===== config.mk =====
export PLATFORM = sky130hd
export DESIGN_NAME = sonic_ring_reader
export DESIGN_NICKNAME = d
export VERILOG_FILES = /design/src/logic/sonic_pkg.sv /design/src/logic/sonic_ring_reader.sv
export SDC_FILE = /design/constraint.sdc
export NUM_CORES = 1
export LEC_CHECK = 0
export ABC_AREA = 0
export BUFFER_PORTS_ARGS = -buffer_cell sky130_fd_sc_hd__buf_2
export CAP_MARGIN = 40
export CORE_MARGIN = 2
export CORE_UTILIZATION = 53
export CTS_BUF_LIST = sky130_fd_sc_hd__clkbuf_2 sky130_fd_sc_hd__clkbuf_4 sky130_fd_sc_hd__clkbuf_8
export DETAILED_ROUTE_END_ITERATION = 6
export GPL_ROUTABILITY_DRIVEN = 0
export PLACE_DENSITY_LB_ADDON = 0.3
export SYNTH_ARGS = -nofsm -noshare
export SYNTH_HDL_FRONTEND = slang
export SYNTH_SLANG_ARGS = --single-unit

===== constraint.sdc =====
create_clock -name clk -period 4.9 [get_ports clk]
set_clock_uncertainty 0.2 [all_clocks]
set_input_delay 1.47 -clock clk [delete_from_list [all_inputs] [get_ports clk]]
set_output_delay 1.47 -clock clk [all_outputs]
set_load 0.02 [all_outputs]

===== src/logic/sonic_pkg.sv =====
// ==========================================================================
// Shared types for the transmit data ring
// Wishbone classic only. No bursts, no err/rty and no byte selects
// A data write is always a full 128-bit block
// ==========================================================================

package sonic_pkg;

   // Host request, held stable by the master until ack
   typedef struct packed {
      logic         cyc;
      logic         stb;
      logic         we;
      // Single register select bit, see wb_reg_e
      logic         adr;
      logic [127:0] dat;
   } wb_req_t;

   // Slave response
   typedef struct packed {
      logic         ack;
      // Free-slot count sits in the low bits on level reads
      logic [127:0] dat;
   } wb_rsp_t;

   // Line-side beat, ready comes back as its own wire
   typedef struct packed {
      logic        valid;
      logic [63:0] data;
   } tx_beat_t;

   // Register map on adr
   typedef enum logic {
      REG_DATA  = 1'b0,
      REG_LEVEL = 1'b1
   } wb_reg_e;

   // Writer FSM
   typedef enum logic {
      W_IDLE = 1'b0,
      W_ACK  = 1'b1
   } wr_state_e;

endpackage


===== src/logic/sonic_ring_reader.sv =====
// ==========================================================================
// Read side of the ring, drives the 64-bit line stream
// Low half of a block leaves first, then the high half
// A two-entry queue hides the one-cycle memory latency
// tx.data is stable while tx.valid is high and tx_ready is low
// ==========================================================================

`timescale 1ns/1ps

module sonic_ring_reader
   import sonic_pkg::*;
#(
   parameter int WR_AW = 6
) (
   input  logic             clk,
   input  logic             rst,
   input  logic [WR_AW:0]   wr_ptr,
   output logic [WR_AW+1:0] rd_ptr,
   output logic             rden,
   output logic [WR_AW:0]   rdaddress,
   input  logic [63:0]      q,
   output tx_beat_t         tx,
   input  logic             tx_ready
);

   // Queue storage, payload only
   logic [63:0] buf_data [2];

   logic       hd;
   logic       tl;
   logic [1:0] cnt;
   // Read issued last cycle, word is on q now
   logic       rd_vld;
   logic [2:0] held;
   logic       pop;
   logic       empty;
   logic       room;

   // Nothing left when upper bits meet wr_ptr on a block boundary
   assign empty = (rd_ptr[WR_AW+1:1] == wr_ptr) && !rd_ptr[0];

   // Stream handshake
   assign pop = (cnt != 2'd0) && tx_ready;

   // Held entries plus the word in flight
   assign held = {1'b0, cnt} + {2'b0, rd_vld};

   // A pop this cycle frees a slot for the next arrival
   // which keeps the stream at one beat per cycle
   assign room = held < (3'd2 + {2'b0, pop});

   assign rden      = !empty && room;
   assign rdaddress = rd_ptr[WR_AW:0];

   // Pointer and queue control
   always_ff @(posedge clk) begin
      if (rst) begin
         rd_ptr <= '0;
         rd_vld <= 1'b0;
         hd     <= 1'b0;
         tl     <= 1'b0;
         cnt    <= 2'd0;
      end else begin
         rd_vld <= rden;
         if (rden) begin
            rd_ptr <= rd_ptr + 1'b1;
         end
         if (rd_vld) begin
            tl <= ~tl;
         end
         if (pop) begin
            hd <= ~hd;
         end
         // Net occupancy change
         case ({rd_vld, pop})
            2'b10:   cnt <= cnt + 2'd1;
            2'b01:   cnt <= cnt - 2'd1;
            default: cnt <= cnt;
         endcase
      end
   end

   // Capture the returning word at the tail
   always_ff @(posedge clk) begin
      if (rd_vld) begin
         buf_data[tl] <= q;
      end
   end

   // Head of queue is the beat on offer
   always_comb begin
      tx.valid = (cnt != 2'd0);
      tx.data  = buf_data[hd];
   end

endmodule


==> results of run 1 <==
-- sequential cells by signal, indices dropped and copies added (netlist names), named ones only --
register,cells
tl,1
buf_data,128
rd_vld,1
rd_ptr,8
cnt,2
hd,1
-- cell families (layout without fill, tap and decap cells) --
family	count (synthesis)	count (layout)	synth area share (%)
and+or+nand+nor	34	34	3.03
buffers and inverters	18	192	1.89
AOI/OAI and AO/OA	5	5	0.652
xor gates and xnor gates	15	15	2.45
adders and majority gates	4	4	0.932
DFF	142	142	76.8
muxes	68	68	14.2
-- worst max path at each step --
stage | startpoint | endpoint | slack [ns] | cells past startpoint
floorplan | rd_vld | buf_data[0][0] | 1.11 | 2
global placement | wr_ptr[5] | rden | 0.84 | 5
detailed placement | wr_ptr[5] | rden | 0.80 | 5
CTS | wr_ptr[5] | rden | 0.80 | 5
global route | wr_ptr[4] | rden | 0.72 | 5
finish | wr_ptr[5] | rden | 0.81 | 5
-- cell usage after synthesis --
master and n:
a21oi_1 1, a21oi_2 2, and2_1 1, and4_2 1, buf_2 6, buf_4 7, clkbuf_1 3, dfxtp_1 14
edfxtp_1 128, ha_1 4, inv_1 2, mux2_1 3, mux2_2 64, mux2i_1 1, nand2_1 3, nand3_1 2
nand4_1 1, nor2_1 16, nor2b_1 3, nor3_1 3, nor4_1 2, o21a_1 1, o21ai_0 1, or2_2 1
or3_1 1, xnor2_1 7, xor2_1 8
-- cell type report --
cell class                      instances  share of cell area (%)
Clock buffer                           26                    4.77
Timing Repair Buffer                  158                    12.4
Inverter                                2                   0.112
Tap cell                              133                    2.48
Sequential cell                       142                    61.5
Clock inverter                          6                    1.60
Multi-Input combinational cell        126                    17.2
-- per-layer routing --
layer	up-vias	global-route usage [%]
met5	-	0
met4	0	7.52
met3	12	4.93
met2	109	28.0
met1	1398	21.7
li1	1403	-
-- report_power, final --
group / internal, mW / leakage (nW) / switching [mW] / total [mW]
combinational: 0.507 / 1.08 / 0.773 / 1.28
sequential: 1.66 / 1.31 / 0.110 / 1.77
clock: 0.578 / 0.222 / 0.387 / 0.965
-- worst register-to-register path, stage by stage (launching register included) --
cell	delay [ns]
dfxtp_1	0.38
inv_1	0.11
nor2_4	0.52
buf_16	0.25
buf_4	0.36
-- metrics by stage --
step                      setup WS [ns]  hold WS [ns]  util, %
after floorplan                    1.11         0.281        -
after global placement            0.841         0.310     63.7
after detailed placement          0.800         0.306     64.0
after CTS                         0.800         0.325     68.4
after global routing              0.724         0.366     68.4
final                             0.807         0.328     68.4
==> impl_metrics.ini, run 1 <==
[final_layout]
final_area_um2 = 6710
layout-drive-gt1-share_pct = 56.7
area_growth_pct = 25.0
insertedDiodeCount = 0
multi_input_area_um2 = 1150
fillers = 710
final_net_count = 525
final_common_cell = buf_2
fin_cells = 593
layout_common_cells = buf_2 (154), edfxtp_1 (128), mux2_2 (64)
seqCellArea_um2 = 4130

[timing]
fin_tns_setup_ns = 0
hold_violations = 0
drv_slew = 0
fin_crit_sh_pct = 83.5
post-route-min-period_ns = 4.09
setup_viol = 0
maxSlewHeadroom_pct = 56.2
max_freq_mhz = 244
rsz0062_at_grt = false
worst_pin_slew_ns = 0.655

[route]
wl_um = 9240
drc_errors = 0
met3WireLength_um = 613
ant_nets = 0
drtPass1Iterations = 6
route.layer.met1.wl_um = 3910
drt_iter0_drc = 141
dr_wl_met2_um = 4560
vias = 2922
post_drt_wl_per_cell_um = 15.6
dr.max_layer_used = met4
vias_per_cell = 4.93

[global_route]
grt_max_degree = 43
gr-usage-all-layers_pct = 17.2
grt_antenna_before_repair = 0
globalRouteOverflowTotal = 0
grt_pass1_wl_um = 14400
grt_pass1_vias = 2891

[clocking]
cts_inserted_buffers = 17
cts_sinks = 142
cts_tree = yes
cts_setup_buffers = 0
cts.clk_slew.worst_paths_ns = 0.07
cts_resized = 0
root_buffer = clkbuf_8
h-tree-depth = 4
hold_buffers = 0
clock_path_buffers = 2
clk-insertion-delay-late_ns = 0.42

[setup_path]
critPathLaunchType = primary input
crit-reg2reg-capture = buf_data[0][45]
cp.required_ns = 3.23
cp_max_fo = 7
crit_path_frequent_cell = buf_2
path_buf_inv = 2
crit_path_top_delay_cell = nor4_1
worst-setup-path-type = in2out
crit_chain = buf_2, xor2_1, nor4_1, a21oi_2, buf_2
critical_path_arrival_ns = 2.42
reg2regPathDepth = 4
slowest_delay_ns = 0.35
critPathCaptureType = primary output
regToRegSetupSlack_ns = 2.74
r2r_start = rd_vld
critPathTopFamily = simple AND/OR/NAND/NOR gates

[status]
outcome = complete, no violations

[worst_hold_path]
min_path_cells = 2
min_from = hd
whs_endpoint = hd
min_path_type = reg2reg

[synth]
yosysTopAreaCell = edfxtp_1
synth_cell_type_count = 27
synth.top_cell.area_share_pct = 71.6
syn_area_um2 = 5370
avgSynthCellArea_um2 = 18.8
synth_warnings = 0
ys_seq_elements = 142
synth_area_leaders = edfxtp_1 (72%), mux2_2 (13%), dfxtp_1 (5.2%)
ys_seq_area_share_pct = 76.8
synth.net_count = 364
netlist_instances = 286

[die]
boundaryPins = 155
dieWidth_um = 105
die_h_um = 105
std_cell_rows = 36
initial_core_util_pct = 54.7
core_region_area_um2 = 9820
die-area_um2 = 11000

[place]
dpl.hpwl_um = 6160
placed_cell_area_um2 = 6280
dp.cells = 561
io_buffer_count = 154

[power]
p_total_mw = 4.01
peakVddDrop_mv = 0.303
p_leak_nw = 2.61
power.density_nw_per_um2 = 598

[run]
max_cap_viol_count = 0
(Power assumes the default switching activity.)
==> run 2, diff against run 1 <==
ABC_AREA = 1   (was 0)
CORE_UTILIZATION = 54   (was 53)
clock period = 4 ns   (was 4.9 ns; I/O delays follow)
==> run 2 against run 1 <==
Net effect: final cell count is 9.3% higher; flip-flop and latch count is the same; register-to-register slack got worse by 0.72 ns; core utilization increased by 0.89 points.
==> impl_metrics.ini, run 2 <==
[route]
drtPass1Iterations = 4
wl_um = 9990
vias_per_cell = 4.97
drt_iter0_drc = 134
vias = 3220
drc_errors = 0
ant_nets = 0
post_drt_wl_per_cell_um = 15.4

[worst_hold_path]
min_from = hd
min_path_cells = 1
min_path_type = reg2reg

[final_layout]
largest_register_ffs = 128
regMostFlops = buf_data
area_growth_pct = 23.8
final_common_cell = buf_2
final_net_count = 580
layout-drive-gt1-share_pct = 50.3
fin_util_pct = 69.3
reg_top3 = buf_data x128, rd_ptr x8, cnt x2
layout_common_cells = buf_2 (154), edfxtp_1 (128), mux2_2 (64)
insertedDiodeCount = 0

[die]
die-area_um2 = 11000
std_cell_rows = 36
core_region_area_um2 = 9860
dieWidth_um = 105
die_h_um = 105
boundaryPins = 155
initial_core_util_pct = 55.9

[synth]
synth_cell_type_count = 21
avgSynthCellArea_um2 = 16.2
synth.top_cell.area_share_pct = 69.7
syn_area_um2 = 5520
synthArstFlopShare_pct = 0
ys_seq_area_share_pct = 74.7
synth_edf_count = 128
synth_area_leaders = edfxtp_1 (70%), mux2_2 (13%), dfxtp_1 (5.1%)
synth_common_cells = edfxtp_1 (128), mux2_2 (64), nand2_1 (38)
synth.net_count = 419
synth_ff_type = edfxtp_1
synth_warnings = 0
synth_most_common_cell = edfxtp_1
netlist_instances = 341
ys_seq_elements = 142
yosysTopAreaCell = edfxtp_1

[setup_path]
critical_path_arrival_ns = 2.17
critPathTopFamily = simple AND/OR/NAND/NOR gates
reg2regPathDepth = 3
cp_max_fo = 12
regToRegSetupSlack_ns = 2.02
path_buf_inv = 5
crit_chain = buf_2, inv_1, nand2_1, nand2_1, inv_1, nand2_1, nor2_1, nand2_2, nand2_2, inv_1, buf_2
critPathCaptureType = primary output
worst-setup-path-type = in2out
critPathLaunchType = primary input
slowest_delay_ns = 0.20
cp.required_ns = 2.60
crit_path_top_delay_cell = nand2_2
r2r_start = tl
crit-reg2reg-capture = buf_data[1][21]

[clocking]
h-tree-depth = 4
clock_path_buffers = 2
cts_resized = 0
cts.clk_slew.worst_paths_ns = 0.08
cts_setup_buffers = 0
cts_sinks = 142
clk-insertion-delay-late_ns = 0.42
cts_inserted_buffers = 17
root_buffer = clkbuf_8
hold_buffers = 0
cts_tree = yes

[timing]
rsz0062_at_grt = false
worst_pin_slew_ns = 0.775
max_freq_mhz = 280
fin_tns_setup_ns = 0
maxSlewHeadroom_pct = 48.2
hold_violations = 0
post-route-min-period_ns = 3.57
setup_viol = 0
drv_slew = 0
fin_crit_sh_pct = 89.3

[run]
max_cap_viol_count = 0

[global_route]
globalRouteOverflowTotal = 0
grt_pass1_wl_um = 15400
grt_pass1_vias = 3218
grt_antenna_before_repair = 0
gr-usage-all-layers_pct = 18.5
grt_max_degree = 57

[power]
p_leak_nw = 2.72
power.density_nw_per_um2 = 717
peakVddDrop_mv = 0.449
p_total_mw = 4.90

[status]
outcome = complete, no violations

[place]
dpl.hpwl_um = 6720
io_buffer_count = 154
-- run 2: cell count changes in the layout (fill, tap and decap cells not counted), sizes merged, moves of 4 or more --
cell and change:
clkbuf -9, nand3 +8, inv +26, o21ai +4, a21oi +9, clkinv +5
nand2 +37, xnor2 -7
-- run 2: worst max path at each step --
stage                           to  startpoint  cells after the start  slack, ns
finish                        rden   wr_ptr[3]                     11       0.43
global route                  rden   wr_ptr[3]                     11       0.28
CTS                           rden   wr_ptr[3]                     11       0.44
detailed placement            rden   wr_ptr[3]                     11       0.44
global placement              rden   wr_ptr[0]                     10       0.48
floorplan           buf_data[0][0]      rd_vld                      2       0.21
-- run 2: cells by family after synthesis --
| family | after synthesis | synth area share, % |
|---|---|---|
| and+or+nand+nor | 66 | 4.99 |
| xor gates and xnor gates | 5 | 0.794 |
| AOI/OAI and AO/OA | 17 | 1.75 |
| muxes | 64 | 13.1 |
| adders and majority gates | 4 | 0.907 |
| DFF | 142 | 74.7 |
| buffers and inverters | 43 | 3.76 |
-- run 2: layout make-up --
type	count	area [µm²]
flip-flops and latches	142	4130
fillers	682	3030
multi-input cells	156	1190
repair buffers	159	846
clock buffers	17	234
clock inverters	15	169
well taps	133	166
inverters	26	97.6
-- run 2: routing by layer --
metal	routed length (µm)	part of all wire [%]	vias to the layer above	global-route usage, %
met5	0	0	-	0
met4	162	1.6	0	8.86
met3	617	6.2	11	5.74
met2	5060	51	103	30.9
met1	4150	42	1552	21.7
li1	-	-	1554	-
-- run 2: power by group --
group          switching (mW)  leakage, nW  internal [mW]
combinational            1.01         1.22          0.611
sequential              0.112         1.31           2.03
clock                   0.520        0.195          0.613
total                    1.64         2.72           3.26
-- run 2: stage by stage --
stage | hold WS, ns | cells | worst slack [ns] | area, µm²
2_1_floorplan | 0.226 | 341 | 0.215 | 5520
3_3_place_gp | 0.235 | 615 | 0.480 | 6410
3_5_place_dp | 0.242 | 616 | 0.445 | 6430
4_1_cts | 0.253 | 648 | 0.439 | 6830
5_1_grt | 0.306 | 648 | 0.284 | 6830
6_report | 0.253 | 648 | 0.428 | 6830
==> run 3, diff against run 2 <==
CORE_UTILIZATION = 30   (was 54)
==> run 3 against run 2 <==
Net effect: combinational power barely moved; die area up 77%; sequential power about the same; count of clock-buffer cells in the layout unchanged; power shrank 1.7%; sequential share of layout area fell by 0.74 points; flip-flop and latch count is the same; via count is 1.4% higher; worst hold slack improved by 0.0037 ns; fmax about the same.
==> impl_metrics.ini, run 3 (synthesis gave the netlist of run 2 again) <==
[clocking]
h-tree-depth = 4
clock_path_buffers = 2
cts_inserted_buffers = 17
clk-insertion-delay-late_ns = 0.43
cts.clk_slew.worst_paths_ns = 0.08
cts_tree = yes
cts_resized = 0
cts_sinks = 142
cts_setup_buffers = 0
root_buffer = clkbuf_8
hold_buffers = 0

[setup_path]
cp_max_fo = 12
critPathCaptureType = primary output
reg2regPathDepth = 4
crit_chain = buf_2, inv_1, nand2_1, nand2_1, nand2_1, nor2_2, nand2_2, nand2_2, inv_1, buf_2
slowest_delay_ns = 0.20
crit_path_top_delay_cell = nand2_2
critPathTopFamily = simple AND/OR/NAND/NOR gates
r2r_start = rd_vld
crit_start = wr_ptr[2]
cp.required_ns = 2.60
crit_path_frequent_cell = nand2_1
crit-reg2reg-capture = buf_data[0][3]
regToRegSetupSlack_ns = 2.12
worst-setup-path-type = in2out
critical_path_arrival_ns = 2.17
critPathLaunchType = primary input
path_buf_inv = 4

[route]
dr.max_layer_used = met4
drc_errors = 0
route.layer.met1.wl_um = 4790
met3WireLength_um = 673
drtPass1Iterations = 4
dr_wl_met2_um = 5450
drt_iter0_drc = 100
wl_um = 11000
post_drt_wl_per_cell_um = 14.8
vias_per_cell = 4.39
ant_nets = 0
vias = 3266

[final_layout]
layout-drive-gt1-share_pct = 50.9
fin_cells = 744
final_common_cell = buf_2
largest_register_ffs = 128
area_growth_pct = 25.4
fillers = 1749
insertedDiodeCount = 0
layout_common_cells = buf_2 (154), edfxtp_1 (128), mux2_2 (64)
final_net_count = 580
fin_util_pct = 38.4
reg_top3 = buf_data x128, rd_ptr x8, cnt x2
regMostFlops = buf_data

[die]
dieWidth_um = 140
boundaryPins = 155
core_region_area_um2 = 18000
initial_core_util_pct = 30.6
die-area_um2 = 19500
std_cell_rows = 49
die_h_um = 140

[timing]
worst_pin_slew_ns = 0.527
max_freq_mhz = 280
maxSlewHeadroom_pct = 64.8
fin_tns_setup_ns = 0
fin_crit_sh_pct = 89.3
hold_slack_ns = 0.256
drv_slew = 0
rsz0062_at_grt = false
setup_viol = 0
post-route-min-period_ns = 3.57
hold_violations = 0

[power]
pwr-share-seq_pct = 44.7
p_sw_mw = 1.72
p_clk_share_pct = 21.6
peakVddDrop_mv = 0.305
power.density_nw_per_um2 = 696
p_leak_nw = 2.71
sw_frac_of_total_pct = 35.7
comb_power_share_pct = 33.8
cell_internal_pwr_mw = 3.10

[worst_hold_path]
min_from = hd
min_path_cells = 1
min_path_type = reg2reg

[global_route]
gr-usage-all-layers_pct = 11.6
grt_pass1_wl_um = 17400
grt_antenna_before_repair = 0
grt_max_degree = 48
globalRouteOverflowTotal = 0
grt_pass1_vias = 3437

[status]
outcome = complete, no violations

[place]
io_buffer_count = 154
dp.cells = 712
dpl.hpwl_um = 7430

[run]
max_cap_viol_count = 0
[run 3: cell count changes in the layout (fill, tap and decap cells not counted), sizes merged]
cell      before  now
clkinv         7    5
inv           28   34
bufinv         3    0
clkinvlp       3    2
[run 3: power by group through the flow]
stage / Combinational, mW / Clock [mW] / Sequential (mW)
floorplan: 1.13 / 0 / 2.17
global placement: 1.61 / 0 / 2.18
detailed placement: 1.66 / 0 / 2.20
CTS: 1.66 / 1.09 / 2.16
global route: 1.76 / 1.16 / 2.19
finish: 1.63 / 1.04 / 2.15
[run 3: worst max path at each step]
stage / to / slack, ns / cells after the start
floorplan: buf_data[0][0] / 0.21 / 2
global placement: rden / 0.46 / 11
detailed placement: rden / 0.44 / 10
CTS: rden / 0.43 / 10
global route: rden / 0.25 / 10
finish: rden / 0.43 / 10
[run 3: routing by layer]
metal / global-route usage (%) / vias to the layer above
li1: - / 1552
met3: 4.30 / 10
met2: 19.7 / 120
met4: 4.16 / 0
met5: 0 / -
met1: 13.6 / 1584
[run 3: stage by stage]
step	cell area (µm²)	total power, mW	setup WS (ns)
6_report	6920	4.81	0.428
5_1_grt	6920	5.11	0.252
4_1_cts	6920	4.91	0.429
3_5_place_dp	6560	3.85	0.437
3_3_place_gp	6530	3.79	0.462
2_1_floorplan	5520	3.30	0.215
[run 3: final cells by class]
cell class,instances,area [µm²],area share [%]
repair buffers,159,853,12.3
clock inverters,15,126,1.83
multi-input cells,156,1190,17.3
well taps,229,287,4.14
flip-flops and latches,142,4130,59.6
inverters,26,97.6,1.41
clock buffers,17,234,3.38
