--- src/logic/sonic_pkg.sv ---
// ==========================================================================
// Shared types for the transmit data ring
// Wishbone classic only. No bursts, no err/rty and no byte selects
// A data write is always a full 128-bit block
// ==========================================================================

package sonic_pkg;

   // Host request, held stable by the master until ack
   typedef struct packed {
      logic         cyc;
      logic         stb;
      logic         we;
      // Single register select bit, see wb_reg_e
      logic         adr;
      logic [127:0] dat;
   } wb_req_t;

   // Slave response
   typedef struct packed {
      logic         ack;
      // Free-slot count sits in the low bits on level reads
      logic [127:0] dat;
   } wb_rsp_t;

   // Line-side beat, ready comes back as its own wire
   typedef struct packed {
      logic        valid;
      logic [63:0] data;
   } tx_beat_t;

   // Register map on adr
   typedef enum logic {
      REG_DATA  = 1'b0,
      REG_LEVEL = 1'b1
   } wb_reg_e;

   // Writer FSM
   typedef enum logic {
      W_IDLE = 1'b0,
      W_ACK  = 1'b1
   } wr_state_e;

endpackage

--- src/logic/sonic_ring_writer.sv ---
// ==========================================================================
// Wishbone classic slave, write side of the ring
// adr 0 takes a 128-bit block, adr 1 reads the free-slot count
// A data write to a full ring is stalled, ack comes once a slot frees
// Ack is a single cycle, the master must drop stb on the next edge
// ==========================================================================

`timescale 1ns/1ps

module sonic_ring_writer
   import sonic_pkg::*;
#(
   parameter int WR_AW = 6
) (
   input  logic             clk,
   input  logic             rst,
   input  wb_req_t          wb_req,
   output wb_rsp_t          wb_rsp,
   input  logic [WR_AW+1:0] rd_ptr,
   output logic [WR_AW:0]   wr_ptr,
   output logic             wren,
   output logic [WR_AW-1:0] wraddress,
   output logic [127:0]     wdata
);

   localparam int DEPTH = 2 ** WR_AW;
   localparam logic [WR_AW:0] DEPTH_CNT = (WR_AW+1)'(DEPTH);

   wr_state_e      state;
   wb_reg_e        reg_sel;
   logic           req;
   logic           data_wr;
   logic           accept;
   logic           full;
   logic           level_rd;
   logic [WR_AW:0] occ;
   logic [WR_AW:0] free;

   // New cycle only looked at in W_IDLE
   assign req     = wb_req.cyc && wb_req.stb && (state == W_IDLE);
   assign reg_sel = wb_reg_e'(wb_req.adr);

   // Blocks held, rd_ptr counts halves so drop its low bit
   // wrap bit makes occ == DEPTH distinct from empty
   assign occ  = wr_ptr - rd_ptr[WR_AW+1:1];
   assign full = (occ == DEPTH_CNT);
   assign free = DEPTH_CNT - occ;

   // Decode the access
   always_comb begin
      data_wr = 1'b0;
      unique case (reg_sel)
         REG_DATA:  data_wr = wb_req.we;
         REG_LEVEL: data_wr = 1'b0;
      endcase
   end

   // Everything except a data write into a full ring gets acked
   assign accept = req && !(data_wr && full);

   // Block goes into the banks on the accept edge
   assign wren      = req && data_wr && !full;
   assign wraddress = wr_ptr[WR_AW-1:0];
   assign wdata     = wb_req.dat;

   always_ff @(posedge clk) begin
      if (rst) begin
         state    <= W_IDLE;
         wr_ptr   <= '0;
         level_rd <= 1'b0;
      end else begin
         case (state)
            W_IDLE: begin
               if (accept) begin
                  state    <= W_ACK;
                  // Remember whether the ack carries the level
                  level_rd <= !wb_req.we && (reg_sel == REG_LEVEL);
               end
            end
            W_ACK: begin
               state <= W_IDLE;
            end
            default: begin
               state <= W_IDLE;
            end
         endcase
         // Advance only on a stored block
         if (wren) begin
            wr_ptr <= wr_ptr + 1'b1;
         end
      end
   end

   // Level sampled in the ack cycle itself
   // Writes and data reads return zero
   always_comb begin
      wb_rsp.ack = (state == W_ACK);
      wb_rsp.dat = (wb_rsp.ack && level_rd) ? 128'(free) : '0;
   end

endmodule

--- config.mk ---
export PLATFORM = sky130hd
export DESIGN_NAME = sonic_ring_writer
export DESIGN_NICKNAME = d
export VERILOG_FILES = /design/src/logic/sonic_pkg.sv /design/src/logic/sonic_ring_writer.sv
export SDC_FILE = /design/constraint.sdc
export NUM_CORES = 1
export LEC_CHECK = 0
export BUFFER_PORTS_ARGS = -buffer_cell sky130_fd_sc_hd__buf_4
export CORE_AREA = 8 8 154 156
export CTS_CLUSTER_DIAMETER = 60
export DETAILED_ROUTE_END_ITERATION = 7
export DIE_AREA = 0 0 162 164
export SETUP_SLACK_MARGIN = 0.1
export SYNTH_ARGS = -nofsm -noshare
export SYNTH_HDL_FRONTEND = slang
export SYNTH_SLANG_ARGS = --single-unit
--- constraint.sdc ---
create_clock -name clk -period 3 [get_ports clk]
set_input_delay 0.45 -clock clk [delete_from_list [all_inputs] [get_ports clk]]
set_output_delay 0.45 -clock clk [all_outputs]
set_load 0.03 [all_outputs]
==> summary by stage, run 1 <==
Die
The die covers 0.0266 mm². The floorplan step set the die height to 164 µm. The initial utilization of the core area, before any placement, comes to 0.129.

The die is 162 µm wide. 413 I/O pins were placed. The standard cell core area is 0.0214 mm². The count of standard-cell rows is 54.

Synthesis
The netlist uses 34 different library cells. Of the total synthesized cell area, the portion taken by full adders, half adders and majority gates is 0.0438. By area the synthesized netlist is led by buf_4 (70%), dfxtp_1 (6.6%), ha_1 (3.6%). The simple-gate portion of the synthesized area is 0.0725. After synthesis, the share of cell area in mux cells is 0.00365. In this run, synthesis produced a sequential element count of 9. The sequential fraction of the synthesis area is 0.0657. In the synthesized netlist the dominant register cell turns out to be dfxtp_1. The post-synthesis cell area is 0.00274 mm². The number of enable flip-flop cells after synthesis is 0. The mean area per synthesized cell is 7.62 µm².

Of the post-synthesis cell area, the dominant cell type holds 0.700. The cell with the most instances after synthesis is buf_4. The cell count after synthesis came out at 360.

After synthesis, the largest family of logic cells by area is buffers and inverters. Of all flip-flops after synthesis, the portion carrying an async set or reset was 0. The cell type with the largest total area after synthesis is buf_4. The fraction of the mapped netlist area in compound gates is 0.0534. Of the total synthesized cell area, the portion taken by XOR and XNOR cells is 0.0415. After synthesis, the most frequently instantiated cells are buf_4 (256), nor2_1 (11), a21oi_1 (9), dfxtp_1 (9), inv_1 (9). Yosys printed 0 warnings.

Placement
The half-perimeter wire length after detailed placement is 7.01 mm. The worst slack at placement is 0.0396 ns. Port buffering added 34 buffers. Routability-driven placement finished with a final weighted congestion of 0.721.

The area after detailed placement is 0.00193 mm².

Clock tree
The worst-case clock buffer depth is 2. For this design, the CTS-stage hold fixing added 0 buffers. The buffer type at the clock tree root is clkbuf_16. After clock tree synthesis, the clock-pin slew on the worst setup and hold paths is 0.04 ns. The CTS tree is done. Counting the buffers created by CTS gives 3. The clock insertion delay at the later pin of the skew report is 0.24 ns. The level count of the clock H-tree is 1. The clock drives 9 sinks.

STA
The final worst setup slack is 0.146 ns. The final critical-path required period is 2.85 ns. The hold violation count in the final report is 0.

The count of final max-slew check failures came to 0. Based on the critical path, the design can be clocked at up to 350 MHz. Of the available clock period, the critical path in the final layout requires 0.951. The maximum clock skew at final layout is 0.000632 ns.

Setup violations remaining at the end of the flow were counted as 0. The sum of negative setup slack is 0 ns. Setup repair after global routing could not meet its margin everywhere.

Critical path
The worst path required time is 2.55 ns. In this run the register-to-register setup slack is 0.37 ns. Along the worst path, the maximum fanout reaches 3. STA classifies the critical path endpoint as a primary output. In this run the critical register-to-register path is captured at wr_ptr[6]$_SDFFE_PP0P_. Data on the critical path arrives at its endpoint at 2.40 ns.

The critical path in this run is classified as reg2out. The origin of the critical flop-to-flop path is wr_ptr[0]$_SDFFE_PP0P_. The sort of element at the start of the critical path is a flip-flop. Counting cells, the worst reg-to-reg path comes to 14.

Layout
The layout cell share with drive strength beyond 1 is 0.288. The area growth from synthesis to layout is -20.2%. The flip-flop and latch area is 184 µm². The number of diodes added for antenna fixing is 0. The count of filler cells inserted in the layout is 2538. In the final layout, the multi-input gates occupy 0.00114 mm².

The post-route cell area is 0.00219 mm². The post-layout net count is 430.

Global route
The number of global-route vias before repair is 1425. Entering global routing, the biggest net connects 11 pins. The wire length of the first global-routing pass is 9.90 mm. The number of antenna violations at the first check in global routing is 1. The combined global-route utilization of all metal layers is 0.0535.

The total overflow reported by the global router is 0.

Job
The tool flagged a number of max-cap violations equal to 0.

Min path
The hold path startpoint is rst. The endpoint with the worst hold slack is wr_ptr[5]$_SDFFE_PP0P_. The type of the worst min-delay path is in2reg. The hold-critical path depth is 2.

Route
The vias per cell is 2.61. The violation count after the first detailed-route iteration is 13. The routed layout has 1456 vias. The count of nets left with antenna violations after detail routing is 0. The post-detailed-route wirelength per cell is 14.8 µm.

Wires add up to 8.27 mm. The post-route DRC violation count is 0. The length of the first detailed-routing pass in iterations is 4.

Power
The power density relative to cell area is 314 mW/mm². In this run the static leakage power is 1.07 nW. The worst-case IR drop observed on VDD is 0.131 mV.

Status
The flow ran to the end, and the final reports show no timing, DRC or antenna violations.
[worst max-delay path by stage]
stage,slack [ns],start,to
after floorplan,0.12,wr_ptr[0]$_SDFFE_PP0P_,wb_rsp[6]
final,0.15,wr_ptr[0]$_SDFFE_PP0P_,wb_rsp[6]
after CTS,-0.01,wr_ptr[0]$_SDFFE_PP0P_,wb_rsp[6]
after detailed placement,0.04,rd_ptr[1],wren
after global routing,0.02,wr_ptr[0]$_SDFFE_PP0P_,wb_rsp[5]
after global placement,0.04,rd_ptr[1],wren
[final cells by class]
class,count,share of cell area
Tap cell,280,0.160
Multi-Input combinational cell,204,0.522
Clock buffer,4,0.0360
Timing Repair Buffer,52,0.182
Sequential cell,9,0.0840
Inverter,9,0.0166
[sequential cells by signal, indices dropped and copies added (netlist names)]
signal and cells:
level_rd 1, state 1, wr_ptr 7
[kinds of logic (layout without fill, tap and decap cells)]
family	Yosys count	in the layout
AO/OA/AOI/OAI	22	22
flip-flops	9	9
multiplexers	1	1
buffers and inverters	267	65
AND/OR/NAND/NOR	38	38
adder cells (fa/ha/maj)	9	9
other	1	121
XOR/XNOR	13	13
[worst max-delay path, cell delays in order, from the launching register on]
cell     delay [ns]
dfxtp_2        0.33
inv_4          0.07
ha_4           0.12
inv_2          0.03
fa_2           0.37
nand3_2        0.09
nand2_1        0.06
xor2_1         0.16
or4_4          0.54
xnor2_2        0.16
nor2_2         0.10
buf_6          0.14
[power breakdown]
part	switching, mW	internal [mW]
combinational	0.262	0.0628
clock	0.0626	0.178
sequential	0.00157	0.122
total	0.326	0.363
[per-stage QoR]
step | hold slack [ns] | std cells | utilization | power [mW]
2_1_floorplan | 0.466 | 480 | - | 0.818
3_3_place_gp | 0.480 | 545 | 0.0906 | 0.409
3_5_place_dp | 0.501 | 545 | 0.0906 | 0.410
4_1_cts | 0.452 | 553 | 0.0995 | 0.674
5_1_grt | 0.460 | 558 | 0.103 | 0.718
6_report | 0.445 | 558 | 0.103 | 0.689
[what timing repair did]
item / in CTS / in global routing
resized for setup: 19 / 7
buffers inserted: 4 / 5
pin swaps: 7 / 12
cloned: 0 / 0
setup endpoints to repair: 3 / 3
[cells in the final DEF, fill, tap and decap left out, drive strengths merged, types with 2 or more instances in the layout]
cell	n
dfxtp	9
nor2	11
nor2b	3
or3	3
xnor2	8
conb	121
buf	52
or4	2
ha	8
o21ai	5
nand3b	2
o31ai	2
clkbuf	4
nand2	5
a21oi	9
nand3	6
and3	2
inv	9
xor2	5
[layer usage]
layer,up-vias,global-route usage,wire length (µm)
li1,588,-,-
met1,583,0.0375,1890
met2,195,0.0711,3430
met3,88,0.0571,2040
met4,2,0.0657,894
met5,-,0,13
No activity file was read; power rests on OpenSTA's default activity.
==> run 2: changes to the inputs <==
Settings changed: MAX_ROUTING_LAYER set to met4, SKIP_LAST_GASP set to 1.
==> run 2 against run 1 <==
  * Critical endpoint unchanged
  * Hold slack better by 0.00060 ns
  * Highest routed layer is now met4
  * Combinational power about the same
  * Largest power group unchanged
  * Clock-buffer cell count unchanged
  * Cell area is 0.11% higher
  * Critical path depth unchanged
  * Sequential power hardly changed
  * First-iteration DRC count up 7.7%
  * Via count shrank 0.62%
  * Global-route usage up 0.12 points
  * Cell count up 0.18%
  * Clock power about the same
==> summary by stage, run 2 (synthesis results as in run 1) <==
STA
The part of the cycle the worst path needs is 0.952 (about the same). The hold violation count in the final report is 0 (unchanged). The final worst setup slack is 0.144 ns (-0.00139 ns). The final number of setup-violating endpoints is 0 (unchanged). The count of final max-slew check failures came to 0 (unchanged). The maximum clock skew at final layout is 0.000746 ns (+0.000115 ns). The sum of negative setup slack is 0 ns (unchanged). The worst hold margin is 0.446 ns (+0.000595 ns).

The final critical-path required period came to 2.86 ns (+0.00139 ns). Setup repair after global routing could not meet its margin everywhere. The achievable frequency was 350 MHz (about the same).

Layout
The count of filler cells inserted in the layout is 2536 (-0.079%). The layout cell share with drive strength beyond 1 was 0.288 (unchanged). In the final layout, the registers with the most flip-flops are wr_ptr x7, level_rd x1, state x1.

The signed area change from the synthesized netlist to the final layout is -20.1%. Leaving out fill and tap cells, the most frequent cell in the layout is conb_1. The post-layout net count is 430 (unchanged). Leaving out fill and tap cells, the most frequent cells in the layout are conb_1 (121), buf_4 (50), nor2_1 (10), a21oi_1 (9). The number of flip-flops under the largest register name is 7 (unchanged). Counting flops per register, the top entry is wr_ptr.

Global route
The total overflow reported by the global router was 0 (unchanged). The number of antenna violations at the first check in global routing is 1 (unchanged). The wire length of the first global-routing pass came to 9.83 mm (-0.77%). The largest net degree at the start of global routing was 11 (unchanged). The combined global-route utilization of all metal layers is 0.0547 (+0.00121). The number of global-route vias before repair is 1413 (-0.84%).

Clock tree
The level count of the clock H-tree is 1 (unchanged). The clock transition at the register clock pins on the worst setup and hold paths after CTS is 0.04 ns (about the same). The total number of clock tree sinks was 9 (unchanged). TritonCTS built the clock tree. The number of CTS-inserted buffers was 3 (unchanged). The worst-case clock buffer depth is 2 (unchanged).

The clock insertion delay at the later pin of the skew report is 0.24 ns (about the same). The cell sitting at the root of the clock tree is a clkbuf_16.

Critical path
The critical path arrival is 2.41 ns (about the same). The worst register-to-register path begins at wr_ptr[0]$_SDFFE_PP0P_. The capture instance of the worst register-to-register path is wr_ptr[6]$_SDFFE_PP0P_. The worst setup path is captured at a primary output. The worst path required time is 2.55 ns (about the same). The register-to-register path setup slack is 0.36 ns (about the same). The critical path is of the reg2out type. The worst-case reg-to-reg path depth is 14 (unchanged). The sort of element at the start of the critical path is a flip-flop. The maximum fanout along the worst path is 3 (unchanged).

Power
The net switching power of the design is 0.327 mW (+0.17%). The total design power is 0.689 mW (about the same). The power density relative to cell area is 314 mW/mm² (about the same). The clock power share is 0.349 (about the same). The share of total power in combinational logic is 0.472 (about the same). The fraction of power spent switching nets is 0.474 (about the same).

The internal power is 0.363 mW (about the same). The cell leakage power is 1.07 nW (unchanged). The power share of the sequential group was 0.179 (about the same). The worst voltage drop across the vdd grid is 0.131 mV (+0.17%).

Route
The post-detailed-route wirelength per cell is 14.8 µm (-0.15%). The vias per cell is 2.59 (-0.80%). The post-route DRC violation count is 0 (unchanged). The length of the first detailed-routing pass in iterations is 4 (unchanged). The overall via count from detail_route is 1447 (-0.62%). The final routed wirelength across all metal layers came to 8.27 mm (about the same).

The count of nets left with antenna violations after detail routing was 0 (unchanged). The violation count after the first detailed-route iteration was 14 (+1).

Die
The I/O pin total is 413 (unchanged). The die footprint came to 0.0266 mm² (unchanged). The standard cell core area was 0.0214 mm² (unchanged). The die outline height is 164 µm (unchanged). The count of standard-cell rows is 54 (unchanged). The die width is 162 µm (unchanged). The starting density of the core is 0.129 (unchanged).

Min path
The tightest min-delay check is of the in2reg type. The hold-critical path depth is 2 (unchanged). The path with the worst hold slack has its endpoint at wr_ptr[4]$_SDFFE_PP0P_. The hold path startpoint is rst.

Placement
The worst slack at placement was 0.0396 ns (unchanged). The number of input and output port buffers inserted is 34 (unchanged). The half-perimeter wire length after detailed placement came to 7.01 mm (unchanged).

The weighted congestion at the end of routability-driven global placement is 0.730 (+1.2%).

Job
The max-cap check violation count is 0 (unchanged).

Status
The flow ran to the end, and the final reports show no timing, DRC or antenna violations.
run 2: cell count changes in the layout (fill, tap and decap cells not counted), sizes merged:
cell / delta
diode: +1
run 2: worst max-delay path by stage:
| stage | slack [ns] | endpoint | from |
|---|---|---|---|
| floorplan | 0.12 | wb_rsp[6] | wr_ptr[0]$_SDFFE_PP0P_ |
| detailed placement | 0.04 | wren | rd_ptr[1] |
| global placement | 0.04 | wren | rd_ptr[1] |
| global route | 0.004 | wb_rsp[5] | wr_ptr[0]$_SDFFE_PP0P_ |
| finish | 0.14 | wb_rsp[6] | wr_ptr[0]$_SDFFE_PP0P_ |
| CTS | -0.01 | wb_rsp[6] | wr_ptr[0]$_SDFFE_PP0P_ |
run 2: repair_timing:
item / 4_1_cts / 5_1_grt
gates cloned: 0 / 0
hold buffers: 0 / 0
pin swaps: 7 / 12
buffers inserted: 4 / 5
hold endpoints to repair: 0 / 0
setup endpoints to repair: 3 / 3
gates resized for setup: 17 / 9
run 2: power by group through the flow:
stage	Combinational (mW)	Sequential, mW	Clock, mW
after floorplan	0.691	0.126	0
after CTS	0.303	0.123	0.245
after detailed placement	0.285	0.125	0
after global routing	0.345	0.124	0.249
after global placement	0.284	0.125	0
final	0.325	0.123	0.241
run 2: critical path: stages (launching register included):
cell     delay [ns]
dfxtp_2        0.33
inv_4          0.07
ha_4           0.12
inv_2          0.03
fa_2           0.37
nand3_2        0.09
nand2_1        0.06
xor2_1         0.16
or4_4          0.54
xnor2_2        0.16
nor2_2         0.10
buf_6          0.14
run 2: cell type report:
cell class / count / area, µm² / share of cell area
Clock buffer: 4 / 78.8 / 0.0359
Antenna cell: 1 / 2.50 / 0.00114
Tap cell: 280 / 350 / 0.160
Timing Repair Buffer: 52 / 398 / 0.181
Inverter: 9 / 36.3 / 0.0165
Multi-Input combinational cell: 204 / 1140 / 0.521
Sequential cell: 9 / 184 / 0.0839
run 2: metrics by stage:
step | std cells | area (µm²) | util
floorplan | 480 | 3200 | -
global placement | 545 | 1930 | 0.0906
detailed placement | 545 | 1930 | 0.0906
CTS | 553 | 2110 | 0.0990
global route | 559 | 2190 | 0.103
finish | 559 | 2190 | 0.103
run 2: per-layer routing:
metal  vias to the layer above  global-route usage  share of wire
li1                        589                   -              -
met1                       583              0.0385           0.25
met2                       187              0.0707           0.42
met3                        88              0.0554           0.22
met4                         0              0.0640           0.10
met5                         -                   -              0
==> run 3: changes to the inputs <==
Settings changed: ABC_AREA set to 1, CORE_AREA 8 8 154 156 to 8 8 155 157, DIE_AREA 0 0 162 164 to 0 0 163 165.
==> run 3 against run 2 <==
  * Fmax increased by 2.4%
  * Sequential cell count unchanged
  * Clock power decreased by 2%
  * Area after synthesis increased by 8.1%
  * Routed wire length increased by 0.35%
==> summary by stage, run 3 <==
Global route
The number of global-route vias before repair came to 1560 (+10%). The combined global-route utilization of all metal layers is 0.0559 (+0.00123). The largest net degree at the start of global routing was 10 (-1). The wire length of the first global-routing pass is 10.2 mm (+3.9%). The number of antenna violations at the first check in global routing is 1 (unchanged). The total overflow reported by the global router is 0 (unchanged).

Synthesis
Sorting the synthesized cells by area gives the leading types as buf_4 (65%), dfxtp_1 (6.1%), nand2_2 (4.2%). The area share of the largest cell type after synthesis is 0.648 (-0.0526). The sequential fraction of the synthesis area is 0.0607 (-0.00493). In the synthesized netlist the dominant register cell turns out to be dfxtp_1. The flip-flop and latch count after synthesis came to 9 (unchanged). The cell type with the largest total area after synthesis is buf_4. The instance count of the mapped netlist is 408 (+13%). Yosys instantiated no cell more often than buf_4. The yosys synthesis warning count is 0 (unchanged). The unique cell type count in the Yosys netlist was 26 (-24%).

Counting instances in the post-synthesis netlist gives the leading cell types as buf_4 (256), nand2_1 (27), inv_1 (25). The number of enable flip-flop cells after synthesis came to 0 (unchanged). The mean area per synthesized cell was 7.27 µm² (-4.6%). The post-synthesis cell area came to 0.00297 mm² (+8.1%). The share of flip-flops with an asynchronous set or reset is 0 (unchanged).

STA
The sum of negative setup slack is 0 ns (unchanged). The maximum clock skew at final layout is 0.000462 ns (-0.000284 ns). The final worst setup slack is 0.212 ns (+0.0678 ns). The part of the cycle the worst path needs is 0.929 (-0.0226). The hold violation count in the final report is 0 (unchanged). The count of final max-slew check failures was 0 (unchanged). The final critical-path required period is 2.79 ns (-0.0678 ns). The worst hold margin is 0.469 ns (+0.0233 ns). The final number of setup-violating endpoints came to 0 (unchanged).

Setup repair after global routing left no endpoint under its margin. The achievable frequency came to 359 MHz (+2.4%).

Critical path
The origin of the critical flop-to-flop path is wr_ptr[0]$_SDFFE_PP0P_. The maximum fanout along the worst path is 8 (+5). The critical path arrival is 2.34 ns (-0.07 ns). The sort of element at the start of the critical path is a flip-flop. The path type of the worst setup path is reg2out.

Tracing the worst setup path back leads to its startpoint at wr_ptr[0]$_SDFFE_PP0P_. STA classifies the critical path endpoint as a primary output. The worst path required time is 2.55 ns (about the same).

Layout
The post-layout net count was 468 (+8.8%). More flip-flops sit in one register than any other, and that register is wr_ptr. The number of flip-flops under the largest register name was 7 (unchanged).

The layout cell share with drive strength beyond 1 came to 0.294 (+0.00653). The largest registers in the layout are wr_ptr x7, level_rd x1, state x1. The number of standard cells in the final layout excluding fillers is 597 (+6.8%).

The most common cell after layout, fill and taps aside is conb_1. The signed area change from the synthesized netlist to the final layout is -23.7%. Leaving out fill and tap cells, the most frequent cells in the layout are conb_1 (121), buf_4 (39), nand2_1 (26), inv_1 (22), nand2_2 (21).

Placement
The total instance count after detailed placement is 588 (+7.9%). The half-perimeter wire length after detailed placement came to 7.46 mm (+6.3%). The number of input and output port buffers inserted was 34 (unchanged). The weighted congestion at the end of routability-driven global placement was 0.735 (+0.69%). The worst slack at placement is 0.106 ns (+0.0664 ns).

Die
The I/O pin total is 413 (unchanged). The die footprint is 0.0269 mm² (+1.2%). The count of standard-cell rows was 54 (unchanged). The starting density of the core is 0.138 (+0.00956). The die outline height is 165 µm (+0.61%). The standard cell core area is 0.0215 mm² (+0.63%). The die width is 163 µm (+0.62%).

Power
The net switching power of the design is 0.319 mW (-2.5%). The cell leakage power is 1.13 nW (+5.6%). The worst voltage drop across the vdd grid was 0.118 mV (-10%). The fraction of power spent switching nets is 0.484 (+0.00998). The internal power came to 0.340 mW (-6.3%). The power share of the sequential group is 0.187 (+0.008). The power density relative to cell area is 291 mW/mm² (-7.5%). The clock power share is 0.357 (+0.008). The share of total power in combinational logic is 0.456 (-0.016).

The total design power was 0.658 mW (-4.5%).

Min path
The hold path startpoint is level_rd$_SDFFE_PP0P_. In this run the worst hold path is classified as reg2reg.

Route
The count of nets left with antenna violations after detail routing is 0 (unchanged). The amount of wire on met3 after detailed routing came to 1.77 mm (-4.7%). The post-route DRC violation count is 0 (unchanged). The violation count after the first detailed-route iteration is 31 (+17). The routed length on met1 is 2.04 mm (-3.0%).

The overall via count from detail_route is 1558 (+7.7%). The vias per cell is 2.61 (+0.82%). The length of the first detailed-routing pass in iterations came to 3 (-1). The wire length on met2 is 3.53 mm (+2.0%). The final routed wirelength across all metal layers is 8.30 mm (+0.35%). The post-detailed-route wirelength per cell is 13.9 µm (-6.0%). The highest metal layer with signal wires is met4.

Status
The run finished with clean final reports.

Clock tree
The buffer type at the clock tree root is clkbuf_16. The CTS tree is done. The number of CTS-inserted buffers is 3 (unchanged). The clock transition at the register clock pins on the worst setup and hold paths after CTS is 0.04 ns (about the same). The worst-case clock buffer depth is 2 (unchanged). The number of buffers inserted for hold repair after clock tree synthesis was 0 (unchanged). The clock insertion delay at the later pin of the skew report is 0.23 ns (about the same).

The level count of the clock H-tree is 1 (unchanged). The total number of clock tree sinks is 9 (unchanged).

Job
The max-cap check violation count is 0 (unchanged).
-- run 3: changes by cell type in the layout (fill, tap and decap cells not counted), sizes merged, moves of 3 or more --
| cell | previous run | this run |
|---|---|---|
| nand3 | 6 | 13 |
| xnor2 | 8 | 1 |
| a21oi | 9 | 13 |
| inv | 9 | 28 |
| nand4 | 0 | 3 |
| or3 | 3 | 0 |
| nand2 | 5 | 48 |
| buf | 52 | 41 |
| nor2b | 3 | 0 |
| nor2 | 11 | 16 |
-- run 3: metrics by stage --
step                utilization  area (µm²)
floorplan                     -        3420
global placement         0.0988        2120
detailed placement       0.0988        2120
CTS                       0.103        2210
global route              0.105        2260
finish                    0.105        2260
-- run 3: worst paths after layout --
| path | to | slack, ns | depth (start not counted) |
|---|---|---|---|
| max | wren | 0.21 | 14 |
| min | level_rd$_SDFFE_PP0P_ | 0.47 | 2 |
| max reg2reg | wr_ptr[6]$_SDFFE_PP0P_ | 0.65 | 15 |
| min reg2reg | level_rd$_SDFFE_PP0P_ | 0.47 | 2 |
-- run 3: timing repair --
item,4_1_cts,5_1_grt
setup buffers,1,3
endpoints found under the setup margin,2,4
resized for setup,1,11
pin swaps,2,3
-- run 3: routing by layer --
layer  track usage  vias to the layer above
li1              -                      685
met1        0.0377                      626
met2        0.0790                      175
met3        0.0451                       72
met4        0.0746                        0
met5             -                        -
-- run 3: layout make-up --
class,count,area [µm²]
diodes,1,2.50
clock buffers,4,78.8
fillers,2549,19200
inverters,29,114
multi-input cells,233,1220
flip-flops and latches,9,181
well taps,280,350
repair buffers,41,315
-- run 3: power groups by stage --
stage / clock network, mW / registers [mW] / logic [mW]
finish: 0.235 / 0.123 / 0.300
global route: 0.247 / 0.123 / 0.321
CTS: 0.241 / 0.123 / 0.287
detailed placement: 0 / 0.125 / 0.285
global placement: 0 / 0.125 / 0.284
floorplan: 0 / 0.126 / 0.696
-- run 3: cells by family (layout without fill, tap and decap cells) --
family	Yosys count	in the layout	synth area share
flip-flops	9	9	0.0607
AND/OR/NAND/NOR	81	81	0.156
adder cells (fa/ha/maj)	9	9	0.0405
AO/OA/AOI/OAI	16	16	0.0358
XOR/XNOR	6	6	0.0177
other	1	122	0.00126
buffers and inverters	286	74	0.687
-- run 3: worst max-delay path, stage by stage, from the launching register on --
cell,delay (ns)
dfxtp_2,0.31
inv_2,0.09
ha_4,0.13
inv_2,0.04
fa_2,0.46
inv_2,0.07
ha_2,0.17
inv_1,0.06
nor2_4,0.13
nand3_4,0.10
nor2_4,0.13
nand3_4,0.11
nand2_8,0.09
inv_6,0.06
buf_6,0.14
